## src/hdl/evr_pkg.sv

```systemverilog
package evr_pkg;

    // ------------------------------
    // event codes and link characters
    // ------------------------------

    // seconds word is sent MSB first, one shift code per bit
    localparam logic [7:0] EVCODE_SHIFT0    = 8'h70;
    localparam logic [7:0] EVCODE_SHIFT1    = 8'h71;
    // loads the assembled seconds and restarts the ticks
    localparam logic [7:0] EVCODE_PPS       = 8'h7D;
    localparam logic [7:0] EVCODE_HEARTBEAT = 8'h7A;
    // comma sent in the low byte of idle frames
    localparam logic [7:0] K28_5            = 8'hBC;

    // shift codes in one complete seconds word
    localparam int SECS_BITS   = 32;
    // shift counter width and its saturation value, one past a full word
    localparam int SHIFT_CNT_W = 6;
    localparam logic [SHIFT_CNT_W-1:0] SHIFT_CNT_SAT = SHIFT_CNT_W'(SECS_BITS + 1);

    // ------------------------------
    // link word views
    // ------------------------------

    // K flag on the low byte: comma in the low byte, data in the high byte
    typedef struct packed {
        logic [7:0] data;
        logic [7:0] comma;
    } evr_frame_t;

    // no K flag: distributed bus in the high byte, event code in the low byte
    typedef struct packed {
        logic [7:0] dbus;
        logic [7:0] evcode;
    } evr_event_t;

    typedef union packed {
        evr_frame_t frame;
        evr_event_t ev;
    } evr_word_u;

    // ------------------------------
    // timestamp and stage outputs
    // ------------------------------

    typedef struct packed {
        logic [31:0] secs;
        logic [31:0] tcks;
    } evr_ts_t;

    // decode stage, one cycle after the link word
    typedef struct packed {
        logic       ev_valid;
        logic [7:0] evcode;
        logic [7:0] dbus;
        logic       pps;
        logic       hb;
        logic       ts_valid;
        evr_ts_t    ts;
    } evr_dec_t;

    // execute stage, one cycle after decode
    // event_stb is the strobe for the user-selected code
    typedef struct packed {
        logic        event_stb;
        logic        pps;
        logic        hb;
        logic        ts_valid;
        evr_ts_t     ts;
        logic [31:0] event_cnt;
        logic [7:0]  dbus;
    } evr_exec_t;

endpackage

```

## src/hdl/evr_decode.sv

```systemverilog
`timescale 1ns/1ns

module evr_decode
    import evr_pkg::*;
(
    input  logic        i_arst_n,
    input  logic        evr_clk,
    input  logic [15:0] i_rxd,
    input  logic [1:0]  i_rxk,
    output evr_dec_t    o_dec
);

    evr_word_u              rx_word;
    logic                   is_frame;
    logic [7:0]             evcode;
    logic [7:0]             dbus;
    logic                   ev_valid;
    logic                   is_shift;
    logic                   shift_bit;
    logic                   is_pps;
    logic                   is_hb;

    logic [31:0]            secs_sr;
    logic [SHIFT_CNT_W-1:0] shift_cnt;
    logic [31:0]            secs_q;
    logic [31:0]            tcks_q;
    logic                   ts_valid_q;

    // ------------------------------
    // word decode
    // ------------------------------

    assign rx_word  = i_rxd;
    // K on the low byte selects the frame view
    assign is_frame = i_rxk[0];

    // the high byte is the dbus in either view
    assign dbus   = rx_word.frame.data;
    assign evcode = is_frame ? 8'h00 : rx_word.ev.evcode;

    // code 0x00 is the null event
    assign ev_valid  = !is_frame && (evcode != 8'h00);
    assign is_shift  = ev_valid && ((evcode == EVCODE_SHIFT0) || (evcode == EVCODE_SHIFT1));
    assign shift_bit = (evcode == EVCODE_SHIFT1);
    assign is_pps    = ev_valid && (evcode == EVCODE_PPS);
    assign is_hb     = ev_valid && (evcode == EVCODE_HEARTBEAT);

    // ------------------------------
    // seconds assembly and ticks
    // ------------------------------

    always_ff @(posedge evr_clk or negedge i_arst_n) begin
        if (!i_arst_n) begin
            secs_sr    <= '0;
            shift_cnt  <= '0;
            secs_q     <= '0;
            tcks_q     <= '0;
            ts_valid_q <= 1'b0;
        end else begin
            if (is_shift) begin
                secs_sr <= {secs_sr[30:0], shift_bit};
                // saturate so that an overlong word never looks complete
                if (shift_cnt != SHIFT_CNT_SAT) begin
                    shift_cnt <= shift_cnt + 1'b1;
                end
            end
            if (is_pps) begin
                secs_q     <= secs_sr;
                tcks_q     <= '0;
                // valid only when exactly one full word preceded this pps
                ts_valid_q <= (shift_cnt == SHIFT_CNT_W'(SECS_BITS));
                shift_cnt  <= '0;
            end else begin
                tcks_q <= tcks_q + 32'd1;
            end
        end
    end

    // ------------------------------
    // output register
    // ------------------------------

    // the timestamp is the one live when the word arrived, so the
    // reloaded seconds and zero ticks follow the pps strobe by a cycle
    always_ff @(posedge evr_clk or negedge i_arst_n) begin
        if (!i_arst_n) begin
            o_dec <= '0;
        end else begin
            o_dec.ev_valid <= ev_valid;
            o_dec.evcode   <= evcode;
            o_dec.dbus     <= dbus;
            o_dec.pps      <= is_pps;
            o_dec.hb       <= is_hb;
            o_dec.ts_valid <= ts_valid_q;
            o_dec.ts.secs  <= secs_q;
            o_dec.ts.tcks  <= tcks_q;
        end
    end

endmodule

```

## src/hdl/evr_event_exec.sv

```systemverilog
`timescale 1ns/1ns

module evr_event_exec
    import evr_pkg::*;
(
    input  logic       i_arst_n,
    input  logic       evr_clk,
    input  evr_dec_t   i_dec,
    input  logic [7:0] i_evcode,
    output evr_exec_t  o_exe
);

    logic        ev_match;
    logic        count_en;

    // ------------------------------
    // event selection
    // ------------------------------

    // a null code never decodes as valid, so i_evcode of zero selects nothing
    assign ev_match = i_dec.ev_valid && (i_dec.evcode == i_evcode);

    // events before a full seconds word are only partly decoded,
    // they still strobe but are not counted
    assign count_en = ev_match && i_dec.ts_valid;

    // ------------------------------
    // stage register and event counter
    // ------------------------------

    // markers, dbus and timestamp move in step with the strobe
    // counter already holds the new value when the strobe shows
    always_ff @(posedge evr_clk or negedge i_arst_n) begin
        if (!i_arst_n) begin
            o_exe.event_stb <= 1'b0;
            o_exe.pps       <= 1'b0;
            o_exe.hb        <= 1'b0;
            o_exe.ts_valid  <= 1'b0;
            o_exe.ts        <= '0;
            o_exe.event_cnt <= '0;
            o_exe.dbus      <= '0;
        end else begin
            o_exe.event_stb <= ev_match;
            o_exe.pps       <= i_dec.pps;
            o_exe.hb        <= i_dec.hb;
            o_exe.ts_valid  <= i_dec.ts_valid;
            o_exe.ts        <= i_dec.ts;
            o_exe.dbus      <= i_dec.dbus;
            if (count_en) begin
                o_exe.event_cnt <= o_exe.event_cnt + 32'd1;
            end
        end
    end

endmodule

```

## src/hdl/evr_timing_top.sv

```systemverilog
`timescale 1ns/1ns

module evr_timing_top
    import evr_pkg::*;
(
    input  logic        i_arst_n,
    input  logic        evr_clk,
    input  logic [15:0] i_rxd,
    input  logic [1:0]  i_rxk,
    input  logic [7:0]  i_evcode,
    input  logic [6:0]  i_oc_delay,
    output logic        o_event,
    output logic        o_pps,
    output logic        o_hb,
    output logic        o_ts_valid,
    output logic        o_oc_trig,
    output evr_ts_t     o_ts,
    output evr_ts_t     o_oc_ts,
    output logic [31:0] o_event_cnt,
    output logic [7:0]  o_dbus
);

    evr_dec_t  dec;
    evr_exec_t exe;

    // link word to decoded event and live timestamp
    evr_decode u_decode (
        .i_arst_n (i_arst_n),
        .evr_clk  (evr_clk),
        .i_rxd    (i_rxd),
        .i_rxk    (i_rxk),
        .o_dec    (dec)
    );

    // user event strobe and gated count
    evr_event_exec u_exec (
        .i_arst_n (i_arst_n),
        .evr_clk  (evr_clk),
        .i_dec    (dec),
        .i_evcode (i_evcode),
        .o_exe    (exe)
    );

    // delayed trigger and output registers
    evr_trig_result u_result (
        .i_arst_n    (i_arst_n),
        .evr_clk     (evr_clk),
        .i_exe       (exe),
        .i_oc_delay  (i_oc_delay),
        .o_event     (o_event),
        .o_pps       (o_pps),
        .o_hb        (o_hb),
        .o_ts_valid  (o_ts_valid),
        .o_oc_trig   (o_oc_trig),
        .o_ts        (o_ts),
        .o_oc_ts     (o_oc_ts),
        .o_event_cnt (o_event_cnt),
        .o_dbus      (o_dbus)
    );

endmodule

```

## src/hdl/evr_trig_result.sv

```systemverilog
`timescale 1ns/1ns

module evr_trig_result
    import evr_pkg::*;
(
    input  logic        i_arst_n,
    input  logic        evr_clk,
    input  evr_exec_t   i_exe,
    input  logic [6:0]  i_oc_delay,
    output logic        o_event,
    output logic        o_pps,
    output logic        o_hb,
    output logic        o_ts_valid,
    output logic        o_oc_trig,
    output evr_ts_t     o_ts,
    output evr_ts_t     o_oc_ts,
    output logic [31:0] o_event_cnt,
    output logic [7:0]  o_dbus
);

    logic [6:0] oc_cnt;
    logic       oc_inprog;
    logic       oc_fire;

    // ------------------------------
    // trigger delay
    // ------------------------------

    // count runs 1, 2, ... and wraps through 0, so a delay of 0 gives 128
    assign oc_fire = oc_inprog && (oc_cnt == i_oc_delay);

    always_ff @(posedge evr_clk or negedge i_arst_n) begin
        if (!i_arst_n) begin
            oc_cnt    <= '0;
            oc_inprog <= 1'b0;
        end else if (i_exe.event_stb) begin
            // a new event restarts a delay already running
            oc_cnt    <= 7'd1;
            oc_inprog <= 1'b1;
        end else if (oc_inprog) begin
            oc_cnt <= oc_cnt + 7'd1;
            if (oc_fire) begin
                oc_inprog <= 1'b0;
            end
        end
    end

    // ------------------------------
    // output stage
    // ------------------------------

    // captured timestamp is taken at the same edge as o_ts
    always_ff @(posedge evr_clk or negedge i_arst_n) begin
        if (!i_arst_n) begin
            o_event     <= 1'b0;
            o_pps       <= 1'b0;
            o_hb        <= 1'b0;
            o_ts_valid  <= 1'b0;
            o_oc_trig   <= 1'b0;
            o_ts        <= '0;
            o_oc_ts     <= '0;
            o_event_cnt <= '0;
            o_dbus      <= '0;
        end else begin
            o_event     <= i_exe.event_stb;
            o_pps       <= i_exe.pps;
            o_hb        <= i_exe.hb;
            o_ts_valid  <= i_exe.ts_valid;
            o_oc_trig   <= oc_fire;
            o_ts        <= i_exe.ts;
            o_event_cnt <= i_exe.event_cnt;
            o_dbus      <= i_exe.dbus;
            if (oc_fire) begin
                o_oc_ts <= i_exe.ts;
            end
        end
    end

endmodule

```

## config.mk

```make
export PLATFORM = sky130hd
export DESIGN_NAME = evr_timing_top
export DESIGN_NICKNAME = d
export VERILOG_FILES = /design/src/hdl/evr_pkg.sv /design/src/hdl/evr_decode.sv /design/src/hdl/evr_event_exec.sv /design/src/hdl/evr_timing_top.sv /design/src/hdl/evr_trig_result.sv
export SDC_FILE = /design/constraint.sdc
export NUM_CORES = 1
export LEC_CHECK = 0
export ABC_AREA = 1
export BUFFER_PORTS_ARGS = -buffer_cell sky130_fd_sc_hd__buf_2
export CORE_MARGIN = 3
export CORE_UTILIZATION = 60
export CTS_CLUSTER_DIAMETER = 200
export DETAILED_ROUTE_END_ITERATION = 7
export PLACE_DENSITY = 0.82
export SETUP_SLACK_MARGIN = 0.4
export SYNTH_ARGS = -nofsm -noshare
export SYNTH_HDL_FRONTEND = slang
export SYNTH_SLANG_ARGS = --single-unit
```

## constraint.sdc

```tcl
create_clock -name evr_clk -period 2.2 [get_ports evr_clk]
set_input_delay 0.33 -clock evr_clk [delete_from_list [all_inputs] [get_ports evr_clk]]
set_output_delay 0.33 -clock evr_clk [all_outputs]
set_load 0.005 [all_outputs]
```

* Word level (Yosys, flattened, before mapping)
Index checks and enable logic that the tools add are counted.
Storage, ports and cells: register bits 476, input bits 35, word-level logic and storage cells 70
Operators by class: add/subtract/negate cells 4, equal/unequal tests 8, mux-type cells 10, reduce and logical (&&, ||, !) cells 14
Operator list (number):
- $add 32x1->32 const B | 2
- $eq 8x7->1 const B | 4
- $mux 32 | 1
- $mux 6 | 3
- $mux 7 | 2
- $eq 8x8->1 | 1
- $mux 8 | 1
- $reduce_bool 8->1 | 1
- $add 7x1->7 const B | 1
- $eq 7x7->1 | 1
- $logic_and 1x1->1 | 7
- $add 6x1->6 const B | 1
- $eq 6x6->1 const B | 1
- $ne 6x6->1 const B | 1
- $reduce_bool 2->1 | 3
- $mux 1 | 3
- $reduce_and 2->1 | 1
- $logic_not 1->1 | 1
- $logic_or 1x1->1 | 1

* Longest topological paths before layout
word-level depth 6, gate-level depth with buffers 10, gate-level depth less buffers 10

* Cells and area by module
Synthesis repeated with hierarchy kept, for this count alone.
Unflattened totals: cell total of the unflattened synthesis 1587, area total of the unflattened synthesis 17281.6 sq um
Modules (own cells, without submodules):
- evr_decode | instances 1, cells each 686, area an instance 7249.5 sq um
- evr_trig_result | instances 1, cells each 468, area an instance 5913.2 sq um
- evr_event_exec | instances 1, cells each 433, area an instance 4119.0 sq um

* Worst setup path before layout
Ideal clock, no wire load.
path type register to register, from register u_exec.o_exe[8] in the netlist's numbering, to register u_exec.o_exe[34] in the netlist's numbering, arrival 1.383 ns, required time 2.084 ns, setup slack 0.700 ns, stages on the path, launching flop included 11, path buffers 0, path through dfrtp_1 ha_1 nand3_1 inv_1 nand2_1 nor2_2 nand2_1 nand2_1 nand2_1 nand2_1 nand2_1
Between the ends: cells in the longest elaborated chain, start to end 1
Ends and longest elaborated chain:
- from (decl) | RTL line evr_event_exec.sv:10 | output evr_exec_t o_exe
- $add 32x1->32 | RTL line evr_event_exec.sv:50 | o_exe.event_cnt <= o_exe.event_cnt + 32'd1;
Every way passes these cells. A chain may end at the register's enable or synchronous reset.

* Worst setup path in the final report
from register u_decode.tcks_q[0], to register u_decode.tcks_q[22]
Between the ends: cells in the longest elaborated chain, start to end 2
Ends and longest elaborated chain:
- from (decl) | RTL line evr_decode.sv:26 | logic [31:0] tcks_q;
- from (signal assigned) | RTL line evr_decode.sv:74 | tcks_q <= tcks_q + 32'd1;
- $add 32x1->32 | RTL line evr_decode.sv:74
- $mux 32 | RTL line evr_decode.sv:67 | if (is_pps) begin
Every way passes these cells.

==> parameters.txt <==
Parameter                              Value

Status
  Status ... finished clean

Yosys
  Combined area of all synthesized cells ... 17070 um^2
  Mapped Cells ... 1566
  Mean Syn Cell Area ... between 10 and 15 um^2
  Sequential fraction of the synthesis area ... between 60 and 70%
  Cell taking the most area after synthesis ... sky130_fd_sc_hd__dfrtp_1
  Synthesis Warnings ... 0
  Post-synthesis sequential element count ... about 480
  Top post-synthesis cells by area ... sky130_fd_sc_hd__dfrtp_1, sky130_fd_sc_hd__nand2_1, sky130_fd_sc_hd__nor2_1
  Proportion of netlist area held by the largest area contributor ... between 60% and 70%
  Count of different cell masters after synthesis ... 35
  Net Count, Synth ... between 1500 and 2000

Clocking
  Maximum number of buffers from clock root to sink ... 3
  Number of H-tree branching levels ... 2
  Clock tree from TritonCTS ... yes
  Clk slew on worst S/H paths ... 60 ps
  Num Clock Sinks ... 476
  Clk_lat worst skew ... 530 ps
  Number of buffers added by the clock tree synthesis step ... 45
  Clock tree root driver cell ... sky130_fd_sc_hd__clkbuf_16

Critical path
  Largest incremental delay on the critical path ... between 400 and 500 ps
  Cells along the critical path ... ha_1 -> nand2_1 -> nor2_1 -> nand2_1 -> nor2_4 -> nor2b_1 -> nand2_1 -> nand2_1 -> nor2_1
  Buffers plus inverters on the worst setup path ... 0
  CP Max Fanout ... 6
  Critical path required time ... approximately 2600 ps
  Worst R2R Setup Slack ... slightly above 500 ps
  Endpoint kind of the worst setup timing path ... register
  Setup crit start kind ... register
  Worst path top cell family by delay ... simple AND/OR/NAND/NOR gates
  Worst setup path startpoint ... u_decode.tcks_q[0]
  Slowest cell on crit path ... sky130_fd_sc_hd__dfrtp_2
  Data arrival time at the worst-slack endpoint ... around 2100 ps
  RR Startpoint ... u_decode.tcks_q[0]
  Most used cell along the critical path ... sky130_fd_sc_hd__nand2_1
  Worst Path Class, Setup ... reg2reg

Timing
  Final critical delay including setup and external delays ... between 1500 and 2000 ps
  Slew HR ... a little over half
  RSZ-0062 raised after global routing ... yes
  Clock Skew ... 16.16 ps
  Worst-case setup margin in the final layout ... about 520 ps
  Number of endpoints failing setup at the final stage ... 0
  Final hold vios ... 0
  Transition time of the tightest slew-check pin ... between 600 and 700 ps
  Slew Limit Fails ... 0
  Final cycle utilization of the critical path ... around three quarters
  Achievable Freq ... just under 600 MHz
  Final-layout setup total negative slack ... 0 ps

Route
  Vias after detailed routing ... between 10000 and 15000
  Post-detailed-route count of antenna-violating nets ... 0
  Residual DRC ... 0
  Total wirelength of the detailed-routed design ... 35590 um
  Drt wl/cell ... between 15 and 20 um
  DRT Pass-1 Iters ... 5
  DRC violation total after the first TritonRoute iteration ... between 1000 and 1500
  DR vias/cell ... between 5 and 6

Floorplan
  Vertical extent of the die ... between 150 and 200 um
  Effective utilization at floorplan ... roughly three fifths
  Placeable Area ... 27930 um^2
  Horizontal extent of the die ... 174.7 um
  Number of I/O pins ... 208
  Number of core rows ... 61
  Floorplan die area ... slightly above 30000 um^2

Global route
  First-pass GRT wire length ... between 50000 and 60000 um
  Pin count of the biggest net entering global routing ... between 70 and 80
  Via count of the first global-routing pass ... ~12000
  Antenna violations before repair ... 0
  Remaining global-route overflow ... 0
  Total Routing Usage GR ... ~24%

Power
  Largest voltage drop on the vdd net ... approximately 0.74 mV
  PD cells ... approximately 1000 nW/um^2
  Leak Pwr ... roughly 0.010 uW
  Tot Pwr ... roughly 20000 uW

Final layout
  Fraction of layout instances using a drive strength above 1 ... between 10% and 20%
  Final core utilization ... around 72%
  Number of antenna diodes ... 0
  Layout Nets ... around 1800
  Fill cell total of the finished layout ... roughly 1900
  Synthesis-to-layout area growth ... 18.25%

Placed design
  Count of input and output buffers ... 206
  Gpl congestion ... 0.9102
  Pre-CTS setup slack ... ~400 ps
  Post-DP HPWL ... 23170 um

Worst hold path
  Type of the most critical hold path ... in2reg
  Startpoint of the lowest-slack hold path ... i_rxd[5]

Run
  Max-cap check violation count ... 0
final timing paths:
check                                       to  cells past startpoint
setup / recovery           u_decode.tcks_q[22]                      9
hold / removal              u_decode.o_dec[80]                      3
setup reg to reg           u_decode.tcks_q[22]                      9
hold reg to reg               u_exec.o_exe[92]                      0
max in group asynchronous   u_decode.tcks_q[0]                      3
min in group asynchronous   u_result.o_dbus[5]                      2
cell families (layout without fill, tap and decap cells):
group	Yosys count	in the layout	synth area share (%)
AO/OA/AOI/OAI	91	91	3.424
XOR/XNOR	34	34	1.745
adder cells (fa/ha/maj)	6	6	0.4398
buffers and inverters	156	422	4.611
flip-flops	476	476	69.79
AND/OR/NAND/NOR	803	803	19.99
layer usage:
metal / track usage (%) / routed length, um / vias to the layer above / share of wire [%]
li1: - / - / 5422 / -
met3: 4.237 / 2211 / 65 / 6.2
met5: 0 / 0 / - / 0
met4: 7.713 / 910 / 0 / 2.6
met1: 33.69 / 15170 / 5723 / 43
met2: 39.45 / 17300 / 395 / 49
cells in the mapped netlist, drive strengths merged:
| library cell | count |
|---|---|
| nor3 | 14 |
| xnor2 | 16 |
| nand2 | 516 |
| nor3b | 1 |
| buf | 41 |
| and3 | 2 |
| nand4 | 68 |
| o21ai | 77 |
| inv | 102 |
| nor4 | 1 |
| nand3b | 16 |
| a21oi | 10 |
| or2 | 1 |
| nand3 | 40 |
| clkbuf | 13 |
| xor2 | 18 |
| a31oi | 4 |
| nor2 | 143 |
| nor2b | 1 |
| dfrtp | 476 |
| ha | 6 |
layout by cell type (no fill, tap or decap), types with 4 or more instances in the layout:
cell type	count
sky130_fd_sc_hd__xor2_1	18
sky130_fd_sc_hd__nor2_2	6
sky130_fd_sc_hd__buf_4	12
sky130_fd_sc_hd__dlygate4sd3_1	9
sky130_fd_sc_hd__nand3_1	37
sky130_fd_sc_hd__buf_12	11
sky130_fd_sc_hd__dfrtp_1	473
sky130_fd_sc_hd__inv_1	99
sky130_fd_sc_hd__a31oi_1	4
sky130_fd_sc_hd__clkbuf_1	14
sky130_fd_sc_hd__bufinv_16	5
sky130_fd_sc_hd__ha_1	5
sky130_fd_sc_hd__nand3b_1	16
sky130_fd_sc_hd__buf_2	205
sky130_fd_sc_hd__a21oi_1	9
sky130_fd_sc_hd__clkbuf_16	45
sky130_fd_sc_hd__o21ai_0	14
sky130_fd_sc_hd__nand4_1	68
sky130_fd_sc_hd__o21ai_2	32
sky130_fd_sc_hd__nor2_1	129
sky130_fd_sc_hd__clkbuf_8	12
sky130_fd_sc_hd__nor2_4	7
sky130_fd_sc_hd__xnor2_1	16
sky130_fd_sc_hd__nand2_1	511
sky130_fd_sc_hd__nor3_1	12
sky130_fd_sc_hd__o21ai_1	31
timing repair:
item,CTS,global route
hold endpoints to repair,55,0
buffers inserted,0,2
hold buffers,9,0
resized for setup,2,10
pin swaps,0,1
endpoints found under the setup margin,4,42
through the flow:
stage | std cells | area, um^2 | hold WS, ps
floorplan | 1566 | 17070 | 34.41
global placement | 2119 | 18520 | 298.2
detailed placement | 2119 | 18520 | 298.5
CTS | 2208 | 20140 | 15.74
global route | 2210 | 20180 | 32.78
finish | 2210 | 20180 | 34.26
state kept, by name, indices dropped and copies added (netlist names), 7 cells and up:
name / cells
u_result.o_event_cnt: 32
u_result.o_oc_ts: 64
u_result.oc_cnt: 7
u_decode.secs_q: 32
u_decode.secs_sr: 32
u_decode.tcks_q: 32
u_decode.o_dec: 84
u_exec.o_exe: 108
u_result.o_ts: 64
u_result.o_dbus: 8
worst min-delay path: cells and delay by family:
| family | cells | cell delay [ps] |
|---|---|---|
| simple gates | 1 | 40 |
| buf+inv | 2 | 150 |
layout make-up:
class                   instances  area (um^2)  share of cell area, %
flip-flops and latches        476        11920                  59.04
multi-input cells             934         4427                  21.93
repair buffers                240         1464                  7.253
clock buffers                  71         1344                  6.658
well taps                     378        473.0                  2.343
inverters                     102        385.4                  1.909
clock inverters                 9        175.2                 0.8679
power breakdown:
| part | switching [uW] | internal, uW | total, uW |
|---|---|---|---|
| clock | 3080 | 4760 | 7840 |
| combinational | 1530 | 734 | 2260 |
| sequential | 588 | 9590 | 10200 |
| total | 5190 | 15100 | 20300 |
Note: power is estimated with default switching activity, not from simulation.
